<file path="src/core_macros.svh">
`ifndef CORE_MACROS_SVH
`define CORE_MACROS_SVH

// Data path and address width
`define CORE_XLEN     32
`define CORE_ILEN     32
`define CORE_REG_AW   5

// First fetch address after reset
`define CORE_RESET_PC 32'h0000_0000

`endif

</file>
<file path="src/core_pkg.sv">
`include "core_macros.svh"

package core_pkg;

    typedef logic [`CORE_XLEN-1:0]   word_t;
    typedef logic [`CORE_XLEN-1:0]   addr_t;
    typedef logic [`CORE_ILEN-1:0]   instr_t;
    typedef logic [`CORE_REG_AW-1:0] reg_idx_t;

    typedef enum logic [2:0] {
        ALU_ADD,
        ALU_SUB,
        ALU_AND,
        ALU_OR,
        ALU_XOR,
        ALU_SLT,
        ALU_PASSB
    } alu_op_e;

    typedef enum logic [1:0] {
        MEM_NONE,
        MEM_LOAD,
        MEM_STORE
    } mem_op_e;

    // Encoded as on the data port
    typedef enum logic [1:0] {
        SZ_BYTE = 2'd0,
        SZ_HALF = 2'd1,
        SZ_WORD = 2'd2
    } mem_size_e;

    typedef enum logic [1:0] {
        F_REQ,
        F_WAIT,
        F_HOLD
    } fetch_state_e;

    typedef enum logic [1:0] {
        M_IDLE,
        M_WAIT,
        M_DONE
    } mem_state_e;

endpackage

</file>
<file path="src/core_ifs.sv">
`timescale 1ns/10ps

// Fetch to decode
interface stage_if_id_if;
    logic                give;
    logic                get;
    core_pkg::instr_t    instr;

    modport giver (output give, instr, input get);
    modport taker (input give, instr, output get);
endinterface

// Decode to execute
interface id_ex_if;
    logic                  give;
    logic                  get;
    core_pkg::alu_op_e     alu_op;
    core_pkg::mem_op_e     mem_op;
    core_pkg::mem_size_e   mem_size;
    core_pkg::reg_idx_t    rd;
    logic                  rd_en;
    core_pkg::word_t       op_a;
    core_pkg::word_t       op_b;
    core_pkg::word_t       store_data;

    modport giver (output give, alu_op, mem_op, mem_size, rd, rd_en, op_a, op_b, store_data,
                   input get);
    modport taker (input give, alu_op, mem_op, mem_size, rd, rd_en, op_a, op_b, store_data,
                   output get);
endinterface

// Execute to memory/writeback
interface ex_mem_if;
    logic                  give;
    logic                  get;
    core_pkg::mem_op_e     mem_op;
    core_pkg::mem_size_e   mem_size;
    core_pkg::reg_idx_t    rd;
    logic                  rd_en;
    core_pkg::word_t       result;
    core_pkg::word_t       store_data;

    modport giver (output give, mem_op, mem_size, rd, rd_en, result, store_data, input get);
    modport taker (input give, mem_op, mem_size, rd, rd_en, result, store_data, output get);
endinterface

// Request held until valid
interface mem_port_if;
    core_pkg::addr_t       addr;
    core_pkg::word_t       wdata;
    core_pkg::word_t       rdata;
    logic                  read;
    logic                  write;
    core_pkg::mem_size_e   size;
    logic                  valid;

    modport master (output addr, wdata, read, write, size, input rdata, valid);
    modport slave  (input addr, wdata, read, write, size, output rdata, valid);
endinterface

</file>
<file path="src/register_file.sv">
`timescale 1ns/10ps
`include "core_macros.svh"

module register_file
(
    input  logic                  clk,
    input  logic                  arst_n_i,
    input  logic                  we_i,
    input  core_pkg::reg_idx_t    rd_i,
    input  core_pkg::word_t       rd_data_i,
    input  core_pkg::reg_idx_t    rs1_i,
    input  core_pkg::reg_idx_t    rs2_i,
    output core_pkg::word_t       rs1_data_o,
    output core_pkg::word_t       rs2_data_o
);

// No storage behind x0
core_pkg::word_t regs_q [1:(2**`CORE_REG_AW)-1];

always_ff @(posedge clk or negedge arst_n_i)
begin
    if (!arst_n_i)
    begin
        for (int i = 1; i < 2**`CORE_REG_AW; i++)
            regs_q[i] <= '0;
    end
    else if (we_i && rd_i != '0)
        regs_q[rd_i] <= rd_data_i;
end

assign rs1_data_o = (rs1_i == '0) ? '0 : regs_q[rs1_i];
assign rs2_data_o = (rs2_i == '0) ? '0 : regs_q[rs2_i];

endmodule

</file>
<file path="src/fetch_stage.sv">
`timescale 1ns/10ps
`include "core_macros.svh"

module fetch_stage
(
    input  logic                  clk,
    input  logic                  arst_n_i,
    input  logic                  halt_i,
    stage_if_id_if.giver          to_id,
    mem_port_if.master            imem
);

core_pkg::fetch_state_e state_q;
core_pkg::addr_t        pc_q;

// Read-only port
assign imem.addr  = pc_q;
assign imem.wdata = '0;
assign imem.write = 1'b0;
assign imem.size  = core_pkg::SZ_WORD;

always_ff @(posedge clk or negedge arst_n_i)
begin
    if (!arst_n_i)
    begin
        state_q    <= core_pkg::F_REQ;
        pc_q       <= `CORE_RESET_PC;
        imem.read  <= 1'b0;
        to_id.give <= 1'b0;
    end
    else
    begin
        case (state_q)
            core_pkg::F_REQ:
            begin
                if (!halt_i)
                begin
                    imem.read <= 1'b1;
                    state_q   <= core_pkg::F_WAIT;
                end
            end
            core_pkg::F_WAIT:
            begin
                if (imem.valid)
                begin
                    imem.read  <= 1'b0;
                    to_id.give <= 1'b1;
                    pc_q       <= pc_q + 32'd4;
                    state_q    <= core_pkg::F_HOLD;
                end
            end
            core_pkg::F_HOLD:
            begin
                // Wait for decode to take the word
                if (to_id.get)
                begin
                    to_id.give <= 1'b0;
                    state_q    <= core_pkg::F_REQ;
                end
            end
            default:
                state_q <= core_pkg::F_REQ;
        endcase
    end
end

always_ff @(posedge clk)
begin
    if (state_q == core_pkg::F_WAIT && imem.valid)
        to_id.instr <= imem.rdata;
end

endmodule

</file>
<file path="src/decode_stage.sv">
`timescale 1ns/10ps
`include "core_macros.svh"

module decode_stage
(
    input  logic                  clk,
    input  logic                  arst_n_i,
    stage_if_id_if.taker          from_if,
    id_ex_if.giver                to_ex,
    output core_pkg::reg_idx_t    rs1_o,
    output core_pkg::reg_idx_t    rs2_o,
    input  core_pkg::word_t       rs1_data_i,
    input  core_pkg::word_t       rs2_data_i,
    input  logic                  wb_we_i,
    input  core_pkg::reg_idx_t    wb_rd_i,
    output logic                  inv_instr_o
);

core_pkg::instr_t       instr;
core_pkg::reg_idx_t     rd;
logic [6:0]             opcode;
logic [2:0]             funct3;
logic [6:0]             funct7;
core_pkg::word_t        imm_i;
core_pkg::word_t        imm_s;
core_pkg::word_t        imm_u;
core_pkg::word_t        imm;
core_pkg::alu_op_e      alu_op;
core_pkg::mem_op_e      mem_op;
core_pkg::mem_size_e    mem_size;
logic                   illegal;
logic                   uses_rs1;
logic                   uses_rs2;
logic                   writes_rd;
logic                   use_imm;
logic                   dest_en;
logic                   hazard;
logic                   take;
logic                   inv_q;
logic [(2**`CORE_REG_AW)-1:0] busy_q;

assign instr  = from_if.instr;
assign opcode = instr[6:0];
assign rd     = instr[11:7];
assign funct3 = instr[14:12];
assign rs1_o  = instr[19:15];
assign rs2_o  = instr[24:20];
assign funct7 = instr[31:25];

assign imm_i = {{20{instr[31]}}, instr[31:20]};
assign imm_s = {{20{instr[31]}}, instr[31:25], instr[11:7]};
assign imm_u = {instr[31:12], 12'b0};

always_comb
begin
    illegal   = 1'b0;
    uses_rs1  = 1'b1;
    uses_rs2  = 1'b0;
    writes_rd = 1'b1;
    use_imm   = 1'b1;
    imm       = imm_i;
    alu_op    = core_pkg::ALU_ADD;
    mem_op    = core_pkg::MEM_NONE;
    mem_size  = core_pkg::SZ_WORD;
    case (opcode)
        7'b0110111:
        begin
            uses_rs1 = 1'b0;
            imm      = imm_u;
            alu_op   = core_pkg::ALU_PASSB;
        end
        7'b0010011:
        begin
            case (funct3)
                3'b000:  alu_op = core_pkg::ALU_ADD;
                3'b010:  alu_op = core_pkg::ALU_SLT;
                3'b100:  alu_op = core_pkg::ALU_XOR;
                3'b110:  alu_op = core_pkg::ALU_OR;
                3'b111:  alu_op = core_pkg::ALU_AND;
                default: illegal = 1'b1;
            endcase
        end
        7'b0110011:
        begin
            uses_rs2 = 1'b1;
            use_imm  = 1'b0;
            case ({funct7, funct3})
                10'b0000000_000: alu_op = core_pkg::ALU_ADD;
                10'b0100000_000: alu_op = core_pkg::ALU_SUB;
                10'b0000000_010: alu_op = core_pkg::ALU_SLT;
                10'b0000000_100: alu_op = core_pkg::ALU_XOR;
                10'b0000000_110: alu_op = core_pkg::ALU_OR;
                10'b0000000_111: alu_op = core_pkg::ALU_AND;
                default:         illegal = 1'b1;
            endcase
        end
        7'b0000011:
        begin
            // LW only
            mem_op  = core_pkg::MEM_LOAD;
            illegal = (funct3 != 3'b010);
        end
        7'b0100011:
        begin
            uses_rs2  = 1'b1;
            writes_rd = 1'b0;
            imm       = imm_s;
            mem_op    = core_pkg::MEM_STORE;
            if (funct3 == 3'b000)
                mem_size = core_pkg::SZ_BYTE;
            else if (funct3 != 3'b010)
                illegal = 1'b1;
        end
        default:
            illegal = 1'b1;
    endcase
end

assign dest_en = writes_rd && (rd != '0);

// Sources and destination must have no write pending
assign hazard = (uses_rs1 && busy_q[rs1_o]) || (uses_rs2 && busy_q[rs2_o])
             || (dest_en && busy_q[rd]);

assign from_if.get = (!to_ex.give || to_ex.get) && (illegal || !hazard);
assign take        = from_if.give && from_if.get;
assign inv_instr_o = inv_q;

always_ff @(posedge clk or negedge arst_n_i)
begin
    if (!arst_n_i)
    begin
        busy_q     <= '0;
        inv_q      <= 1'b0;
        to_ex.give <= 1'b0;
    end
    else
    begin
        if (wb_we_i)
            busy_q[wb_rd_i] <= 1'b0;
        if (take && !illegal && dest_en)
            busy_q[rd] <= 1'b1;
        if (take && illegal)
            inv_q <= 1'b1;
        if (to_ex.get)
            to_ex.give <= 1'b0;
        if (take && !illegal)
            to_ex.give <= 1'b1;
    end
end

always_ff @(posedge clk)
begin
    if (take)
    begin
        to_ex.alu_op     <= alu_op;
        to_ex.mem_op     <= mem_op;
        to_ex.mem_size   <= mem_size;
        to_ex.rd         <= rd;
        to_ex.rd_en      <= dest_en;
        to_ex.op_a       <= rs1_data_i;
        to_ex.op_b       <= use_imm ? imm : rs2_data_i;
        to_ex.store_data <= rs2_data_i;
    end
end

endmodule

</file>
<file path="src/execute_stage.sv">
`timescale 1ns/10ps

module execute_stage
(
    input  logic          clk,
    input  logic          arst_n_i,
    id_ex_if.taker        from_id,
    ex_mem_if.giver       to_mem
);

logic            take;
core_pkg::word_t alu_res;

assign from_id.get = !to_mem.give || to_mem.get;
assign take        = from_id.give && from_id.get;

// Loads and stores come in as ALU_ADD for the effective address
always_comb
begin
    alu_res = '0;
    case (from_id.alu_op)
        core_pkg::ALU_ADD:   alu_res = from_id.op_a + from_id.op_b;
        core_pkg::ALU_SUB:   alu_res = from_id.op_a - from_id.op_b;
        core_pkg::ALU_AND:   alu_res = from_id.op_a & from_id.op_b;
        core_pkg::ALU_OR:    alu_res = from_id.op_a | from_id.op_b;
        core_pkg::ALU_XOR:   alu_res = from_id.op_a ^ from_id.op_b;
        core_pkg::ALU_SLT:   alu_res[0] = $signed(from_id.op_a) < $signed(from_id.op_b);
        core_pkg::ALU_PASSB: alu_res = from_id.op_b;
        default:             alu_res = '0;
    endcase
end

always_ff @(posedge clk or negedge arst_n_i)
begin
    if (!arst_n_i)
        to_mem.give <= 1'b0;
    else if (take)
        to_mem.give <= 1'b1;
    else if (to_mem.get)
        to_mem.give <= 1'b0;
end

always_ff @(posedge clk)
begin
    if (take)
    begin
        to_mem.mem_op     <= from_id.mem_op;
        to_mem.mem_size   <= from_id.mem_size;
        to_mem.rd         <= from_id.rd;
        to_mem.rd_en      <= from_id.rd_en;
        to_mem.result     <= alu_res;
        to_mem.store_data <= from_id.store_data;
    end
end

endmodule

</file>
<file path="src/mem_wb_stage.sv">
`timescale 1ns/10ps

module mem_wb_stage
(
    input  logic                  clk,
    input  logic                  arst_n_i,
    ex_mem_if.taker               from_ex,
    mem_port_if.master            dmem,
    output logic                  rf_we_o,
    output core_pkg::reg_idx_t    rf_rd_o,
    output core_pkg::word_t       rf_data_o
);

core_pkg::mem_state_e state_q;
logic                 take;
logic                 wb_en_q;
logic                 done;

assign from_ex.get = (state_q != core_pkg::M_WAIT);
assign take        = from_ex.give && from_ex.get;
assign done        = (state_q == core_pkg::M_WAIT) && dmem.valid;

always_ff @(posedge clk or negedge arst_n_i)
begin
    if (!arst_n_i)
    begin
        state_q    <= core_pkg::M_IDLE;
        dmem.read  <= 1'b0;
        dmem.write <= 1'b0;
        rf_we_o    <= 1'b0;
    end
    else
    begin
        rf_we_o <= 1'b0;
        case (state_q)
            core_pkg::M_WAIT:
            begin
                if (dmem.valid)
                begin
                    dmem.read  <= 1'b0;
                    dmem.write <= 1'b0;
                    rf_we_o    <= dmem.read && wb_en_q;
                    state_q    <= core_pkg::M_DONE;
                end
            end
            default:
            begin
                // Idle, or the write-back cycle of the last access
                state_q <= core_pkg::M_IDLE;
                if (take)
                begin
                    if (from_ex.mem_op == core_pkg::MEM_NONE)
                        rf_we_o <= from_ex.rd_en;
                    else
                    begin
                        dmem.read  <= (from_ex.mem_op == core_pkg::MEM_LOAD);
                        dmem.write <= (from_ex.mem_op == core_pkg::MEM_STORE);
                        state_q    <= core_pkg::M_WAIT;
                    end
                end
            end
        endcase
    end
end

always_ff @(posedge clk)
begin
    if (take)
    begin
        rf_rd_o    <= from_ex.rd;
        rf_data_o  <= from_ex.result;
        wb_en_q    <= from_ex.rd_en;
        dmem.addr  <= from_ex.result;
        dmem.size  <= from_ex.mem_size;
        // Byte store goes out on the low lane
        if (from_ex.mem_size == core_pkg::SZ_BYTE)
            dmem.wdata <= {24'b0, from_ex.store_data[7:0]};
        else
            dmem.wdata <= from_ex.store_data;
    end
    else if (done)
        rf_data_o <= dmem.rdata;
end

endmodule

</file>
<file path="src/core_top.sv">
`timescale 1ns/10ps

module core_top
(
    input  logic                  clk,
    input  logic                  arst_n_i,
    // Instruction memory
    output core_pkg::addr_t       imem_addr_o,
    output logic                  imem_read_o,
    input  core_pkg::instr_t      imem_rdata_i,
    input  logic                  imem_valid_i,
    // Data memory
    output core_pkg::addr_t       dmem_addr_o,
    output core_pkg::word_t       dmem_wdata_o,
    input  core_pkg::word_t       dmem_rdata_i,
    output logic                  dmem_read_o,
    output logic                  dmem_write_o,
    output logic [1:0]            dmem_size_o,
    input  logic                  dmem_valid_i,
    output logic                  inv_instr_o
);

stage_if_id_if  if_id ();
id_ex_if        id_ex ();
ex_mem_if       ex_mem ();
mem_port_if     imem ();
mem_port_if     dmem ();

core_pkg::reg_idx_t rs1;
core_pkg::reg_idx_t rs2;
core_pkg::word_t    rs1_data;
core_pkg::word_t    rs2_data;
logic               rf_we;
core_pkg::reg_idx_t rf_rd;
core_pkg::word_t    rf_data;

assign imem_addr_o  = imem.addr;
assign imem_read_o  = imem.read;
assign imem.rdata   = imem_rdata_i;
assign imem.valid   = imem_valid_i;

assign dmem_addr_o  = dmem.addr;
assign dmem_wdata_o = dmem.wdata;
assign dmem_read_o  = dmem.read;
assign dmem_write_o = dmem.write;
assign dmem_size_o  = dmem.size;
assign dmem.rdata   = dmem_rdata_i;
assign dmem.valid   = dmem_valid_i;

register_file register_file_i (
    .clk        (   clk         ),
    .arst_n_i   (   arst_n_i    ),
    .we_i       (   rf_we       ),
    .rd_i       (   rf_rd       ),
    .rd_data_i  (   rf_data     ),
    .rs1_i      (   rs1         ),
    .rs2_i      (   rs2         ),
    .rs1_data_o (   rs1_data    ),
    .rs2_data_o (   rs2_data    )
);

fetch_stage fetch_stage_i (
    .clk        (   clk         ),
    .arst_n_i   (   arst_n_i    ),
    .halt_i     (   inv_instr_o ),
    .to_id      (   if_id       ),
    .imem       (   imem        )
);

decode_stage decode_stage_i (
    .clk         (   clk         ),
    .arst_n_i    (   arst_n_i    ),
    .from_if     (   if_id       ),
    .to_ex       (   id_ex       ),
    .rs1_o       (   rs1         ),
    .rs2_o       (   rs2         ),
    .rs1_data_i  (   rs1_data    ),
    .rs2_data_i  (   rs2_data    ),
    .wb_we_i     (   rf_we       ),
    .wb_rd_i     (   rf_rd       ),
    .inv_instr_o (   inv_instr_o )
);

execute_stage execute_stage_i (
    .clk        (   clk         ),
    .arst_n_i   (   arst_n_i    ),
    .from_id    (   id_ex       ),
    .to_mem     (   ex_mem      )
);

mem_wb_stage mem_wb_stage_i (
    .clk        (   clk         ),
    .arst_n_i   (   arst_n_i    ),
    .from_ex    (   ex_mem      ),
    .dmem       (   dmem        ),
    .rf_we_o    (   rf_we       ),
    .rf_rd_o    (   rf_rd       ),
    .rf_data_o  (   rf_data     )
);

endmodule

</file>
<file path="config.mk">
export PLATFORM = sky130hd
export DESIGN_NAME = core_top
export DESIGN_NICKNAME = d
export VERILOG_FILES = /design/src/core_pkg.sv /design/src/core_ifs.sv /design/src/register_file.sv /design/src/fetch_stage.sv /design/src/decode_stage.sv /design/src/execute_stage.sv /design/src/mem_wb_stage.sv /design/src/core_top.sv
export VERILOG_INCLUDE_DIRS = /design/src
export SDC_FILE = /design/constraint.sdc
export NUM_CORES = 2
export LEC_CHECK = 0
export BUFFER_PORTS_ARGS = -buffer_cell sky130_fd_sc_hd__buf_2
export CORE_ASPECT_RATIO = 0.8
export CORE_MARGIN = 3
export CORE_UTILIZATION = 57
export CTS_CLUSTER_SIZE = 12
export DETAILED_ROUTE_END_ITERATION = 6
export PLACE_DENSITY = 0.74
export SYNTH_ARGS = -nofsm -noshare
export SYNTH_HDL_FRONTEND = slang
export SYNTH_SLANG_ARGS = --single-unit
</file>
<file path="constraint.sdc">
create_clock -name clk -period 7.8 [get_ports clk]
set_input_delay 0.78 -clock clk [delete_from_list [all_inputs] [get_ports clk]]
set_output_delay 0.78 -clock clk [all_outputs]
set_load 0.005 [all_outputs]
</file>
==> metrics.md <==
| Metric | Value |
|---|---|
| Initial antenna violation count | 7 |
| GPL Wtd Cong | 0.972 |
| Initial Util | 57.6% |
| R2R cell count | 7 |
| Clock latency on the worst-skew pair | 780 ps |
| Synthesized area | 72,400 sq um |
| Comb power frac | 2.7% |
| CP dominant cell by count | buf_4 |
| Top Ports | 170 |
| CTS Root Cell | clkbuf_16 |
| Yosys top cell area share | 36.9% |
| RSZ-0062 raised after global routing | false |
| Worst Slack Setup Final | 3300 ps |
| RR Startpoint | fetch_stage_i.to_id.instr[16]$_DFFE_PP_ |
| Slowest stage cell, crit path | edfxtp_1 |
| Top post-synthesis cells by area | dfrtp_1 37%, mux4_2 19%, mux2_2 18%, edfxtp_1 13%, ha_1 1.7% |
| Die H | 325 microns |
| Crit. path cell count | 7 |
| Final Hold Fails | 0 |
| Yosys cell types | 74 |
| Fmax | 222 MHz |
| Final Critical Period | 4500 ps |
| CTS resizes | 0 |
| Area of the core | 126,000 sq um |
| Critical Path AT | 5030 ps |
| Net Sw Power | 0.00321 W |
| Pleak | 35.2 nW |
| Top delay family on crit path | buffers and inverters |
| CP required | 8330 ps |
| PortBufs | 166 |
| Deepest clock path buffer count | 3 |
| DIE AREA | 131,000 sq um |
| Worst-path clk slew | 60 ps |
| CP Buf/Inv Count | 3 |
| CTS sink count | 1,382 |
| Max-cap violation count | 0 |
| H-tree levels | 4 |
| Residual DRC | 0 |
| FP Rows | 116 |
| Vias | 45,800 |
| Post-synth EDFFs | 316 |
| Vias in the first global route | 45,800 |
| CTS tree | built |
| CTS Buf Count | 145 |
| Post-CTS setup buffers | 0 |
| Post-synth ARST share | 77.1% |
| Global-route wire length before repair | 318,000 microns |
| Max rail drop VDD | 167 uV |
| Outcome | finished clean |
| WS Path Type | register to register |
| Die width | 404 microns |
| Post-Route Setup TNS | 0 ps |
| Int Power | 0.0114 W |
| DRT Pass-1 Iters | 6 |
| WL per Instance | 33.0 microns |
| Crit-path max cell delay | 1150 ps |
| Proportion of power drawn by the clock network | 46.5% |
| Crit path from | fetch_stage_i.to_id.instr[16]$_DFFE_PP_ |
| Net Sw Frac | 21.9% |
| Pwr Density | 185 nW/um^2 |
| Largest net degree at the start of global routing | 165 |
| Hold_buf cts | 0 |
| Worst slew pin tran | 1370 ps |
| Worst-path fanout max | 143 |
| Nets | 4,940 |
| Initial drt markers | 6,065 |
| HP Class | primary input to asynchronous set/reset pin |
| Yosys reg bits | 1,382 |
| CP startpoint kind | register |
| Ys flop type | dfrtp_1 |
| Worst slew margin | 8.51% |
| Final setup fails | 0 |
| Fin Clk Skew | 27.8 ps |
| Fraction of layout cells with a size suffix above 1 | 46.4% |
| Final slew viol count | 0 |
| Mapped Cells | 4,795 |
| P&R area growth vs syn | 9.52% |
| Overflow after GRT | 0 |
| DR vias/cell | 7.00 |
| Final worst path period share | 57.7% |
| Crit end category | register |
| Pre-CTS setup slack | 3320 ps |
| Synth top cells by count | 1,140 x mux2_2, 1,066 x dfrtp_1, 605 x mux4_2 |
| Detailed Place HPWL | 128,000 microns |
| Post-synthesis average cell area | 15.1 sq um |
| Seq/Total Area, Yosys | 50.0% |
| R2R Setup Slk | 3300 ps |
| Count leader, synth | mux2_2 |
| Flop pwr share | 50.9% |
| Routed Antenna Nets | 0 |
| Tot Pwr | 0.0146 W |
| Worst path cell trace | buf_12 > buf_4 > nor2b_2 > buf_4 > a22o_1 > mux4_2 > mux2_2 |
| Ys Warns | 0 |
| Area leader, netlist | dfrtp_1 |
| Overall Global Routing Usage | 33.2% |
| WL final | 216,000 microns |
[registers in the layout, indices dropped and copies added (netlist names), 3 cells and up]
register and flops:
register_file_i.regs_q 992, decode_stage_i.busy_q 32, decode_stage_i.to_ex.op_a 32, decode_stage_i.to_ex.op_b 32, decode_stage_i.to_ex.store_data 32, execute_stage_i.to_mem.result 32, execute_stage_i.to_mem.store_data 32, fetch_stage_i.to_id.instr 32
mem_wb_stage_i.dmem.addr 32, mem_wb_stage_i.dmem.wdata 32, mem_wb_stage_i.rf_data_o 32, fetch_stage_i.imem.addr 30, decode_stage_i.to_ex.rd 5, execute_stage_i.to_mem.rd 5, mem_wb_stage_i.rf_rd_o 5, decode_stage_i.to_ex.alu_op 3
[metrics by stage]
step / instance area [sq um] / utilization (%) / cells / hold WS, ps
CTS: 79300 / 63.1 / 6534 / 43.7
floorplan: 72400 / - / 4797 / 400
detailed placement: 74700 / 59.5 / 6278 / 405
global placement: 74700 / 59.5 / 6278 / 400
global route: 79300 / 63.1 / 6537 / 82.0
finish: 79300 / 63.1 / 6539 / 52.7
[layout make-up]
type | count | area [sq um]
well taps | 1652 | 2070
fillers | 8984 | 46300
clock buffers | 230 | 4260
multi-input cells | 2865 | 34300
clock inverters | 26 | 294
diodes | 5 | 12.5
flip-flops and latches | 1382 | 36200
repair buffers | 262 | 1740
inverters | 117 | 440
[worst paths after layout]
| check | end |
|---|---|
| max in group asynchronous | register_file_i.regs_q[682]$_DFFE_PN0P_ |
| worst min-delay path | fetch_stage_i.imem.addr[30]$_DFFE_PN0P_ |
| worst max register to register | decode_stage_i.to_ex.op_a[25]$_SDFFCE_PN0N_ |
| worst min register to register | mem_wb_stage_i.dmem.wdata[1]$_DFFE_PP_ |
| worst max-delay path | decode_stage_i.to_ex.op_a[25]$_SDFFCE_PN0N_ |
| min in group clk | fetch_stage_i.to_id.instr[6]$_DFFE_PP_ |
[cell usage in the layout (no fill, tap or decap), drive strengths merged, types with 114 or more instances in the layout]
master,netlist,routed
mux4,605,605
mux2,1140,1140
buf,113,262
nand2,114,114
nor2,115,115
inv,114,118
a21oi,132,132
edfxtp,316,316
clkbuf,320,230
dfrtp,1066,1066
[kinds of logic (layout without fill, tap and decap cells)]
group           after synthesis  in the layout  share of synthesized area (%)
xor+xnor                     51             51                          0.617
compound gates              503            503                           4.71
mux                        1796           1796                           37.3
other cells                   1              8                        0.00518
flops                      1382           1382                           50.0
buf+inv                     550            635                           2.94
simple gates                413            413                           2.76
fa+ha+maj                    99             99                           1.73
[routing by layer]
layer	wire [microns]	part of all wire [%]	GRT usage [%]	up-vias
li1	-	-	-	18500
met1	85800	40	46.8	24100
met2	93400	43	47.1	2595
met3	28100	13	12.7	500
met4	8560	4.0	12.3	4
met5	23	0.011	0	-
[power by group through the flow]
stage	logic [W]	registers, W	clock network, W
after CTS	0.000395	0.00744	0.00688
after global routing	0.000437	0.00744	0.00718
after global placement	0.000390	0.00758	0
after detailed placement	0.000392	0.00758	0
final	0.000394	0.00744	0.00680
after floorplan	0.000170	0.00756	0
No activity file was read; power rests on OpenSTA's default activity.
